--- src/common/textPkg.sv ---
package textPkg;

    //////////////////////////////////////////////////
    // Raster and cell geometry
    //////////////////////////////////////////////////

    localparam int hRes        = 640;  // Active width
    localparam int vRes        = 480;  // Active height
    localparam int cellPx      = 40;   // Cell pitch, both axes
    localparam int blockPx     = 5;    // One glyph block
    localparam int glyphBlocks = 7;    // Blocks per glyph side
    localparam int cellCols    = 16;
    localparam int cellRows    = 12;

    //////////////////////////////////////////////////
    // Shared types
    //////////////////////////////////////////////////

    typedef logic [9:0] coordT;     // Raster counter
    typedef logic [7:0] charAddrT;  // Character memory address
    typedef logic [2:0] blockIdxT;  // 0..6 glyph, 7 is the gap
    typedef logic [7:0] pixelT;

    // Output levels
    localparam pixelT pixelOn  = 8'hFF;
    localparam pixelT pixelOff = 8'h00;

    // Glyph codes as stored in character memory
    // Code 28 has no name and renders blank
    typedef enum logic [7:0] {
        glyphSpace      = 8'd0,
        glyphA          = 8'd1,
        glyphB,
        glyphC,
        glyphD,
        glyphE,
        glyphF,
        glyphG,
        glyphH,
        glyphI,
        glyphJ,
        glyphK,
        glyphL,
        glyphM,
        glyphN,
        glyphO,
        glyphP,
        glyphQ,
        glyphR,
        glyphS,
        glyphT,
        glyphU,
        glyphV,
        glyphW,
        glyphX,
        glyphY,
        glyphZ,                    // 26
        glyphSlash,                // 27
        glyphUnderscore = 8'd29
    } glyphCodeE;

endpackage

--- src/logic/textRenderTop.sv ---
module textRenderTop (
    input  logic               clk,
    input  logic               rstN,
    input  textPkg::coordT     hCount,    // Raster position
    input  textPkg::coordT     vCount,
    input  textPkg::glyphCodeE charCode,  // From character memory, one cycle late
    output textPkg::charAddrT  charAddr,  // To character memory
    output textPkg::pixelT     pixel
);

    //////////////////////////////////////////////////
    // Stage 1 to stage 2 wires
    //////////////////////////////////////////////////

    textPkg::blockIdxT blockCol;  // Block column inside cell
    textPkg::blockIdxT blockRow;  // Block row inside cell
    bit                cellActive;

    // Stage 1
    // Counters in, cell address and block position out
    cellLocator uCellLocator (
        .clk        (clk),
        .rstN       (rstN),
        .hCount     (hCount),
        .vCount     (vCount),
        .charAddr   (charAddr),
        .blockCol   (blockCol),
        .blockRow   (blockRow),
        .cellActive (cellActive)
    );

    // Stages 2 and 3
    // Memory data meets delayed block position here
    glyphRaster uGlyphRaster (
        .clk        (clk),
        .rstN       (rstN),
        .blockCol   (blockCol),
        .blockRow   (blockRow),
        .cellActive (cellActive),
        .charCode   (charCode),
        .pixel      (pixel)
    );

    // Total latency is three clocks from counters to pixel
    // No stall path, one position per clock

endmodule

--- src/textRender/cellLocator.sv ---
module cellLocator (
    input  logic              clk,
    input  logic              rstN,
    input  textPkg::coordT    hCount,
    input  textPkg::coordT    vCount,
    output textPkg::charAddrT charAddr,    // Row * 16 + column
    output textPkg::blockIdxT blockCol,    // Horizontal block in cell
    output textPkg::blockIdxT blockRow,    // Vertical block in cell
    output bit                cellActive   // Inside 640x480
);

    //////////////////////////////////////////////////
    // Cell and offset decode
    //////////////////////////////////////////////////

    logic [4:0]        cellCol;    // Up to 25 for counter overrun
    logic [4:0]        cellRow;
    logic [5:0]        offX;       // 0..39 inside cell
    logic [5:0]        offY;
    textPkg::blockIdxT blockColNext;
    textPkg::blockIdxT blockRowNext;
    logic              inArea;
    textPkg::charAddrT addrNext;

    always_comb
    begin
        // Cell index and pixel offset per axis
        cellCol = 5'(hCount / textPkg::cellPx);
        cellRow = 5'(vCount / textPkg::cellPx);
        offX    = 6'(hCount % textPkg::cellPx);
        offY    = 6'(vCount % textPkg::cellPx);

        // Offsets 35..39 land on block 7, the gap
        blockColNext = textPkg::blockIdxT'(offX / textPkg::blockPx);
        blockRowNext = textPkg::blockIdxT'(offY / textPkg::blockPx);

        inArea = (hCount < textPkg::hRes) && (vCount < textPkg::vRes);

        // Blanking positions point at cell 0
        if (inArea)
        begin
            addrNext = textPkg::charAddrT'(cellRow * textPkg::cellCols + cellCol);
        end
        else
        begin
            addrNext = '0;
        end
    end

    //////////////////////////////////////////////////
    // Stage 1 registers
    //////////////////////////////////////////////////

    // Control state
    always_ff @(posedge clk)
    begin
        if (!rstN)
        begin
            charAddr   <= '0;
            cellActive <= 1'b0;
        end
        else
        begin
            charAddr   <= addrNext;   // Memory sees it next edge
            cellActive <= inArea;
        end
    end

    // Block position travels with the address
    always_ff @(posedge clk)
    begin
        blockCol <= blockColNext;
        blockRow <= blockRowNext;
    end

    //////////////////////////////////////////////////
    // Checks
    //////////////////////////////////////////////////

    // Active positions never address past the 16x12 grid
    addrInGrid: assert property (
        @(posedge clk) disable iff (!rstN)
        cellActive |-> (charAddr < textPkg::charAddrT'(textPkg::cellCols * textPkg::cellRows))
    );

endmodule

--- src/textRender/glyphRaster.sv ---
module glyphRaster (
    input  logic               clk,
    input  logic               rstN,
    input  textPkg::blockIdxT  blockCol,
    input  textPkg::blockIdxT  blockRow,
    input  bit                 cellActive,
    input  textPkg::glyphCodeE charCode,   // Arrives one clock after charAddr
    output textPkg::pixelT     pixel
);

    //////////////////////////////////////////////////
    // Stage 2 alignment
    //////////////////////////////////////////////////

    textPkg::blockIdxT  colQ;        // Delayed to match charCode
    textPkg::blockIdxT  rowQ;
    logic               activeQ;
    textPkg::glyphCodeE glyphCode;
    logic [6:0]         glyphRow;    // MSB is leftmost block
    logic [7:0]         rowPadded;   // Extra zero covers column 7
    logic               colBit;
    logic               litBit;

    always_ff @(posedge clk)
    begin
        if (!rstN)
        begin
            activeQ <= 1'b0;
        end
        else
        begin
            activeQ <= cellActive;
        end
    end

    always_ff @(posedge clk)
    begin
        colQ <= blockCol;
        rowQ <= blockRow;
    end

    // Memory data used as is
    assign glyphCode = charCode;

    glyphRom uGlyphRom (
        .glyphCode (glyphCode),
        .rowSel    (rowQ),
        .glyphRow  (glyphRow)
    );

    //////////////////////////////////////////////////
    // Bit select and stage 3 pixel
    //////////////////////////////////////////////////

    always_comb
    begin
        rowPadded = {glyphRow, 1'b0};
        colBit    = rowPadded[3'(textPkg::glyphBlocks) - colQ];  // Col 0 at bit 7
        litBit    = activeQ
                 && (colQ < textPkg::glyphBlocks)   // Right gap
                 && (rowQ < textPkg::glyphBlocks)   // Bottom gap
                 && colBit;
    end

    always_ff @(posedge clk)
    begin
        if (!rstN)
        begin
            pixel <= textPkg::pixelOff;
        end
        else
        begin
            pixel <= litBit ? textPkg::pixelOn : textPkg::pixelOff;
        end
    end

    // Two levels only
    pixelLevel: assert property (
        @(posedge clk) disable iff (!rstN)
        (pixel == textPkg::pixelOn) || (pixel == textPkg::pixelOff)
    );

endmodule

--- src/textRender/glyphRom.sv ---
module glyphRom (
    input  textPkg::glyphCodeE glyphCode,
    input  textPkg::blockIdxT  rowSel,    // 7 selects the gap below
    output logic [6:0]         glyphRow   // MSB is block column 0
);

    //////////////////////////////////////////////////
    // 7x7 bitmaps, row 0 first
    //////////////////////////////////////////////////

    logic [0:6][6:0] bitmap;

    always_comb
    begin
        case (glyphCode)
            textPkg::glyphA:
                bitmap = {7'b0111110, 7'b1000001, 7'b1000001, 7'b1000001,
                          7'b1111111, 7'b1000001, 7'b1000001};
            textPkg::glyphB:
                bitmap = {7'b1111110, 7'b1000001, 7'b1000001, 7'b1111110,
                          7'b1000001, 7'b1000001, 7'b1111110};
            textPkg::glyphC:
                bitmap = {7'b1111111, 7'b1000000, 7'b1000000, 7'b1000000,
                          7'b1000000, 7'b1000000, 7'b1111111};
            textPkg::glyphD:
                bitmap = {7'b1111110, 7'b1000001, 7'b1000001, 7'b1000001,
                          7'b1000001, 7'b1000001, 7'b1111110};
            textPkg::glyphE:                                   // Short middle bar
                bitmap = {7'b1111111, 7'b1000000, 7'b1000000, 7'b1111100,
                          7'b1000000, 7'b1000000, 7'b1111111};
            textPkg::glyphF:
                bitmap = {7'b1111111, 7'b1000000, 7'b1000000, 7'b1111111,
                          7'b1000000, 7'b1000000, 7'b1000000};
            textPkg::glyphG:
                bitmap = {7'b1111111, 7'b1000000, 7'b1000000, 7'b1111111,
                          7'b1000001, 7'b1000001, 7'b1111111};
            textPkg::glyphH:
                bitmap = {7'b1000001, 7'b1000001, 7'b1000001, 7'b1111111,
                          7'b1000001, 7'b1000001, 7'b1000001};
            textPkg::glyphI:                                   // Bars rows 0 and 6, stem col 3
                bitmap = {7'b1111111, 7'b0001000, 7'b0001000, 7'b0001000,
                          7'b0001000, 7'b0001000, 7'b1111111};
            textPkg::glyphJ:
                bitmap = {7'b1111111, 7'b0001000, 7'b0001000, 7'b1001000,
                          7'b1001000, 7'b1001000, 7'b1111000};
            textPkg::glyphK:
                bitmap = {7'b1000001, 7'b1000010, 7'b1000100, 7'b1111000,
                          7'b1000100, 7'b1000010, 7'b1000001};
            textPkg::glyphL:                                   // Col 0 plus row 6
                bitmap = {7'b1000000, 7'b1000000, 7'b1000000, 7'b1000000,
                          7'b1000000, 7'b1000000, 7'b1111111};
            textPkg::glyphM:
                bitmap = {7'b1000001, 7'b1100011, 7'b1010101, 7'b1001001,
                          7'b1000001, 7'b1000001, 7'b1000001};
            textPkg::glyphN:
                bitmap = {7'b1000001, 7'b1100001, 7'b1010001, 7'b1001001,
                          7'b1000101, 7'b1000011, 7'b1000001};
            textPkg::glyphO:
                bitmap = {7'b1111111, 7'b1000001, 7'b1000001, 7'b1000001,
                          7'b1000001, 7'b1000001, 7'b1111111};
            textPkg::glyphP:
                bitmap = {7'b1111111, 7'b1000001, 7'b1000001, 7'b1111111,
                          7'b1000000, 7'b1000000, 7'b1000000};
            textPkg::glyphQ:                                   // Tail off lower right
                bitmap = {7'b1111111, 7'b1000001, 7'b1000001, 7'b1000001,
                          7'b1111111, 7'b0000010, 7'b0000001};
            textPkg::glyphR:
                bitmap = {7'b1111111, 7'b1000001, 7'b1000001, 7'b1111110,
                          7'b1000001, 7'b1000001, 7'b1000001};
            textPkg::glyphS:
                bitmap = {7'b1111111, 7'b1000000, 7'b1000000, 7'b1111111,
                          7'b0000001, 7'b0000001, 7'b1111111};
            textPkg::glyphT:                                   // Row 0 plus col 3
                bitmap = {7'b1111111, 7'b0001000, 7'b0001000, 7'b0001000,
                          7'b0001000, 7'b0001000, 7'b0001000};
            textPkg::glyphU:
                bitmap = {7'b1000001, 7'b1000001, 7'b1000001, 7'b1000001,
                          7'b1000001, 7'b1000001, 7'b1111111};
            textPkg::glyphV:
                bitmap = {7'b1000001, 7'b1000001, 7'b1000001, 7'b1000001,
                          7'b0100010, 7'b0010100, 7'b0001000};
            textPkg::glyphW:
                bitmap = {7'b1000001, 7'b1000001, 7'b1001001, 7'b1001001,
                          7'b1001001, 7'b1001001, 7'b1111111};
            textPkg::glyphX:
                bitmap = {7'b1000001, 7'b0100010, 7'b0010100, 7'b0001000,
                          7'b0010100, 7'b0100010, 7'b1000001};
            textPkg::glyphY:
                bitmap = {7'b1000001, 7'b0100010, 7'b0010100, 7'b0001000,
                          7'b0001000, 7'b0001000, 7'b0001000};
            textPkg::glyphZ:
                bitmap = {7'b1111111, 7'b0000010, 7'b0000100, 7'b0001000,
                          7'b0010000, 7'b0100000, 7'b1111111};

            // Column plus row equals 6
            textPkg::glyphSlash:
                bitmap = {7'b0000001, 7'b0000010, 7'b0000100, 7'b0001000,
                          7'b0010000, 7'b0100000, 7'b1000000};

            // Bottom row only
            textPkg::glyphUnderscore:
                bitmap = {7'b0000000, 7'b0000000, 7'b0000000, 7'b0000000,
                          7'b0000000, 7'b0000000, 7'b1111111};

            // Space, code 28 and anything above 29
            default:
                bitmap = '0;
        endcase

        // Gap row below the glyph
        if (rowSel < textPkg::glyphBlocks)
        begin
            glyphRow = bitmap[rowSel];
        end
        else
        begin
            glyphRow = '0;
        end
    end

endmodule

--- config.mk ---
export PLATFORM = sky130hd
export DESIGN_NAME = textRenderTop
export DESIGN_NICKNAME = d
export VERILOG_FILES = /design/src/common/textPkg.sv /design/src/logic/textRenderTop.sv /design/src/textRender/cellLocator.sv /design/src/textRender/glyphRaster.sv /design/src/textRender/glyphRom.sv
export SDC_FILE = /design/constraint.sdc
export NUM_CORES = 1
export LEC_CHECK = 0
export ABC_AREA = 1
export CAP_MARGIN = 25
export CORE_ASPECT_RATIO = 0.8
export CORE_MARGIN = 3
export CORE_UTILIZATION = 30
export CTS_CLUSTER_SIZE = 25
export DETAILED_ROUTE_END_ITERATION = 10
export DONT_BUFFER_PORTS = 1
export GPL_TIMING_DRIVEN = 0
export PLACE_DENSITY = 0.55
export SLEW_MARGIN = 25
export SYNTH_ARGS = -nofsm -noshare
export SYNTH_HDL_FRONTEND = slang
export SYNTH_SLANG_ARGS = --single-unit
--- constraint.sdc ---
create_clock -name clk -period 6.96 [get_ports clk]
set_input_delay 1.74 -clock clk [delete_from_list [all_inputs] [get_ports clk]]
set_output_delay 1.74 -clock clk [all_outputs]
set_load 0.005 [all_outputs]
==> results.cfg, run 1 <==
[run_status]
outcome = completed

[placed_design]
numPortBuffers = 0
hpwl_mm = 8.92
place_congestion = 0.959
place_ws_ns = 0.639

[job]
max_cap_violations = 0

[power_and_ir_drop]
total_leakage_power_nw = 2.35
vdd_drop_max_mv = 0.109
power_w = 0.00128
power_density_nw_per_um2 = 281

[logic_synthesis]
synth_common_cells = nand2_1 (169), inv_1 (101), nand3_1 (72), nor2_1 (72), nand4_1 (31)
netlist_area_um2 = 4260
synthCells = 733
synth_edf_count = 0
syn_nets = 780
ys_seq_elements = 23
async_reset_ff_share_pct = 0
synth.most_common_cell = nand2_1
synth.avg_cell_area_um2 = 5.81
synthTopCellsByArea = nand2_1 (15%), dfxtp_1 (11%), inv_1 (8.9%), nand3_1 (8.5%), nor2_1 (6.3%)
yosys.area.top_type = nand2_1
synth.distinct_cells = 54
seq_area_frac_synth_pct = 10.8
synthFlopType = dfxtp_1
ys_warn_count = 0
synth_top_area_share_pct = 14.9

[timing]
fmax_mhz = 165
fin_worst_skew_ns = 0.00367
slew_violations = 0
post-route-period-util_pct = 87.0
setup-violations-final = 0
setup_ws_ns = 0.904
worstMarginPinSlew_ns = 0.857
rsz0062_at_grt = false
period_needed_ns = 6.06
final_hold_viol_count = 0
maxSlewHeadroom_pct = 42.4
hold_slack_ns = 0.325
fin_tns_setup_ns = 0

[global_routing]
grt_pass1_vias = 4009
grt_usage_pct = 13.3
antenna_found_initial = 0
grt_start_max_net_pins = 14
grt_pass1_wl_mm = 18.3
globalRouteOverflowTotal = 0

[worst_setup_path]
worstPathArrival_ns = 6.20
worst_path_max_delay_cell = ha_1
cp_num_buf_inv = 5
critPathTopFamily = simple AND/OR/NAND/NOR gates
crit_path_end_kind = flop
crit_path_max_incr_delay_ns = 0.31
cpMostUsedCell = nand2_1
required_ns = 7.11
cp-start-kind = primary input
cp_max_fo = 7
path_class = in2reg

[clock_tree]
root_buffer = clkbuf_16
htree_levels = 1
clock_latency_ns = 0.25
cts_tree = built
cts_setup_buffers = 0
numCtsBuffers = 3
cts-resized-gates = 0
cts.clk_slew.worst_paths_ns = 0.06
cts_buffer_depth = 2
ctsHoldBuffers = 0
clock-sinks = 23

[final_layout]
nFillCells = 1532
diodes = 0
nNetsFinal = 785
area_growth_pct = 7.17
drive_above_1_share_pct = 17.4
utilization_pct = 33.2

[detailed_routing]
first_iter_violations = 375
ant_nets = 0
wirelength_mm = 10.7
drc_errors = 0
viasPerCell = 5.00
dr.pass1.iters = 6
vias = 4583
wl_per_cell_um = 11.7

[floorplan]
die_y_um = 113
die-area_um2 = 15700
start_util_pct = 31.0
core_area_um2 = 13700
die_x_um = 139
rows = 38
pin_count = 46

[worst_hold_path]
worstHoldPathType = reg2reg
-- cell usage in the layout, fill, tap and decap left out, drive strengths merged, types with 2 or more instances in the layout --
cell type  synthesis  layout
a211oi             4       4
a21oi             24      24
a221oi             2       2
a31oi              4       4
buf               11      11
clkbuf            11      14
clkinv             3       4
dfxtp             23      23
ha                17      17
inv              125     125
nand2            206     206
nand3             92      92
nand3b             2       2
nand4             31      31
nor2              86      86
nor3               8       8
o211ai             7       7
o21a               2       2
o21ai             39      39
o21bai             3       3
o221ai             3       3
o311ai             5       5
or2                2       2
xnor2              2       2
xor2               9       9
-- flip-flops by register name (all words and copies together), names as in the netlist --
name / flops
uCellLocator.charAddr: 8
uGlyphRaster.activeQ: 1
uCellLocator.blockCol: 3
uCellLocator.cellActive: 1
uGlyphRaster.colQ: 3
uGlyphRaster.rowQ: 3
uGlyphRaster.pixel: 1
uCellLocator.blockRow: 3
-- cell type report --
class / count / area (um2) / share of cell area (%)
well taps: 180 / 225 / 4.93
plain buffers: 22 / 118 / 2.58
flip-flops and latches: 23 / 460 / 10.1
clock buffers: 3 / 75.1 / 1.64
multi-input cells: 560 / 3200 / 70.1
clock inverters: 1 / 5.00 / 0.110
inverters: 128 / 482 / 10.6
-- kinds of logic (layout without fill, tap and decap cells) --
logic type,after synthesis,count (layout),synth area share [%]
compound gates,103,103,16.3
xor+xnor,11,11,2.26
fa+ha+maj,17,17,4.99
buf+inv,150,154,14.1
flops,23,23,10.8
simple gates,429,429,51.5
-- worst register-to-register path, cell delays in order (launching register included) --
cell and delay [ns]:
dfxtp_1 0.31, clkbuf_1 0.41, buf_1 0.45, nand2_1 0.17, a211oi_1 0.32, nor3_1 0.11
o221a_2 0.31, nor3_1 0.13, a21oi_1 0.06, nor2_1 0.08
-- layer usage --
layer	vias to the layer above	GRT usage [%]	routed length, um
met4	0	3.13	212
li1	2413	-	-
met1	1950	19.9	5490
met2	191	19.8	4120
met3	29	2.39	879
met5	-	0	0
-- final timing paths --
| check | endpoint | slack, ns | cells after the start | from |
|---|---|---|---|---|
| worst max-delay path | uCellLocator.blockCol[0] | 0.90 | 36 | hCount[7] |
| worst min-delay path | uGlyphRaster.rowQ[0] | 0.33 | 0 | uCellLocator.blockRow[0] |
| worst max register to register | uGlyphRaster.pixel[6] | 4.56 | 9 | uGlyphRaster.rowQ[0] |
| worst min register to register | uGlyphRaster.rowQ[0] | 0.33 | 0 | uCellLocator.blockRow[0] |
-- report_power, final --
part / leakage (nW) / switching (W) / total, W / internal, W
Combinational: 2.12 / 0.000639 / 0.000974 / 0.000335
Sequential: 0.190 / 0.0000209 / 0.000183 / 0.000163
Clock: 0.0409 / 0.0000465 / 0.000124 / 0.0000772
-- per-stage QoR --
| step | cells | area, um2 |
|---|---|---|
| CTS | 917 | 4560 |
| global route | 917 | 4560 |
| floorplan | 733 | 4260 |
| global placement | 913 | 4480 |
| detailed placement | 913 | 4480 |
| finish | 917 | 4560 |
Power figures use the tool's default switching activity.
==> run 2: changes to the inputs <==
--- a/config.mk
+++ b/config.mk
@@ -9,12 +9,12 @@
 export CAP_MARGIN = 25
 export CORE_ASPECT_RATIO = 0.8
 export CORE_MARGIN = 3
-export CORE_UTILIZATION = 30
+export CORE_UTILIZATION = 31
 export CTS_CLUSTER_SIZE = 25
 export DETAILED_ROUTE_END_ITERATION = 10
 export DONT_BUFFER_PORTS = 1
 export GPL_TIMING_DRIVEN = 0
-export PLACE_DENSITY = 0.55
+export PLACE_DENSITY = 0.56
 export SLEW_MARGIN = 25
 export SYNTH_ARGS = -nofsm -noshare
 export SYNTH_HDL_FRONTEND = slang
==> run 2 against run 1 <==
Compared with the run above: maximum frequency decreased by 1.4%; utilization increased by 1.5 points; worst hold slack about the same; critical path type unchanged; critical endpoint unchanged; register-to-register slack about the same; largest power group unchanged; die area decreased by 3.1%; sequential power about the same; final area decreased by 0.14%; clock-buffer cell count unchanged; highest routed layer unchanged; wire length increased by 0.41%; sequential share of layout area about the same; first-iteration DRC count decreased by 5.3%.
==> results.cfg, run 2 (synthesis gave the netlist of run 1 again) <==
[timing]
slew_violations = 0
fin_worst_skew_ns = 0.00231
setup_ws_ns = 0.820
period_needed_ns = 6.14
fin_tns_setup_ns = 0
post-route-period-util_pct = 88.2
setup-violations-final = 0
maxSlewHeadroom_pct = 43.9
rsz0062_at_grt = false
worstMarginPinSlew_ns = 0.834
fmax_mhz = 163
final_hold_viol_count = 0

[run_status]
outcome = completed

[clock_tree]
ctsHoldBuffers = 0
clock_latency_ns = 0.25
cts_setup_buffers = 0
root_buffer = clkbuf_16
numCtsBuffers = 3
clock-sinks = 23
htree_levels = 1
cts.clk_slew.worst_paths_ns = 0.06
cts_buffer_depth = 2
cts_tree = built
cts-resized-gates = 0

[global_routing]
antenna_found_initial = 0
grt_pass1_wl_mm = 18.5
grt_pass1_vias = 4014
grt_start_max_net_pins = 14
globalRouteOverflowTotal = 0
grt_usage_pct = 14.0

[detailed_routing]
dr.pass1.iters = 7
wirelength_mm = 10.7
ant_nets = 0
first_iter_violations = 355
wl_per_cell_um = 11.8
drc_errors = 0
vias = 4547
viasPerCell = 4.99

[floorplan]
core_area_um2 = 13100
die-area_um2 = 15200
start_util_pct = 32.4
rows = 37
die_x_um = 137
die_y_um = 111
pin_count = 46

[worst_setup_path]
critPathTopFamily = simple AND/OR/NAND/NOR gates
crit_path_end_kind = flop
required_ns = 7.11
path_class = in2reg
cp_max_fo = 7
cp_num_buf_inv = 4
cp-start-kind = primary input
startpoint = hCount[7]
crit_path_max_incr_delay_ns = 0.31
reg2reg_slack_ns = 4.55
r2r_start = uGlyphRaster.rowQ[1]
r2r-end = uGlyphRaster.pixel[6]
crit_cells = 36
cpMostUsedCell = nand2_1
worstPathArrival_ns = 6.29
worst_path_max_delay_cell = ha_1
reg2regPathDepth = 9
setup.worst_path.end = uCellLocator.blockCol[0]

[job]
max_cap_violations = 0

[power_and_ir_drop]
power_density_nw_per_um2 = 281
vdd_drop_max_mv = 0.115
seqPwrFrac_pct = 14.4
swShare_pct = 55.2
comb_power_share_pct = 76.1
intPower_w = 0.000575
p_sw_w = 0.000707
clockPowerShare_pct = 9.5
total_leakage_power_nw = 2.35

[placed_design]
place_ws_ns = 0.577
hpwl_mm = 8.91
numPortBuffers = 0
place_congestion = 0.958

[final_layout]
largest_register = uCellLocator.charAddr
diodes = 0
utilization_pct = 34.7
layout_common_cells = nand2_1 (169), inv_1 (101), nand3_1 (72), nor2_1 (72), nand4_1 (31)
largest_register_ff_count = 8
area_growth_pct = 7.02
nNetsFinal = 785
drive_above_1_share_pct = 17.4
final_common_cell = nand2_1

[worst_hold_path]
worstHoldPathType = reg2reg
-- run 2: cell counts in the layout (fill, tap and decap cells not counted) --
No cell type changed its count.
-- run 2: layout make-up --
type                    count  area, um2
fillers                  1482       8590
well taps                 175        219
flip-flops and latches     23        460
plain buffers              22        118
inverters                 128        482
clock buffers               3       75.1
clock inverters             1       5.00
multi-input cells         560       3200
-- run 2: per-layer routing --
layer	track usage [%]	share of wire (%)	up-vias
met4	3.79	1.6	0
met3	2.04	6.3	18
met2	19.6	39	151
met1	21.8	53	1965
li1	-	-	2413
met5	0	0	-
-- run 2: worst min-delay path by stage --
| stage | cells past startpoint | slack (ns) | end | start |
|---|---|---|---|---|
| final | 0 | 0.33 | uGlyphRaster.rowQ[0] | uCellLocator.blockRow[0] |
| after floorplan | 0 | 0.31 | uGlyphRaster.colQ[0] | uCellLocator.blockCol[0] |
| after global placement | 0 | 0.31 | uGlyphRaster.rowQ[0] | uCellLocator.blockRow[0] |
| after CTS | 0 | 0.33 | uGlyphRaster.colQ[0] | uCellLocator.blockCol[0] |
| after detailed placement | 0 | 0.31 | uGlyphRaster.colQ[0] | uCellLocator.blockCol[0] |
| after global routing | 0 | 0.33 | uGlyphRaster.colQ[1] | uCellLocator.blockCol[1] |
-- run 2: worst register-to-register path: stages (launching register included) --
cell and delay, ns:
dfxtp_1 0.46, clkinv_1 0.32, nor2_1 0.41, inv_1 0.14, o311ai_0 0.34, nand3_1 0.12, o221a_2 0.31, nor3_1 0.12
a21oi_1 0.06, nor2_1 0.08
-- run 2: power groups by stage --
stage               Clock (W)  Combinational, W  Sequential, W
floorplan                   0          0.000819       0.000179
detailed placement          0          0.000971       0.000186
CTS                  0.000127          0.000976       0.000184
global placement            0          0.000976       0.000186
global route         0.000134           0.00113       0.000188
finish               0.000122          0.000975       0.000185
-- run 2: per-stage QoR --
stage	area [um2]	hold WS, ns	std cells	power (W)
after floorplan	4260	0.310	733	0.000998
after global placement	4480	0.311	908	0.00116
after detailed placement	4480	0.312	908	0.00116
after CTS	4560	0.327	912	0.00129
after global routing	4560	0.329	912	0.00145
final	4560	0.326	912	0.00128
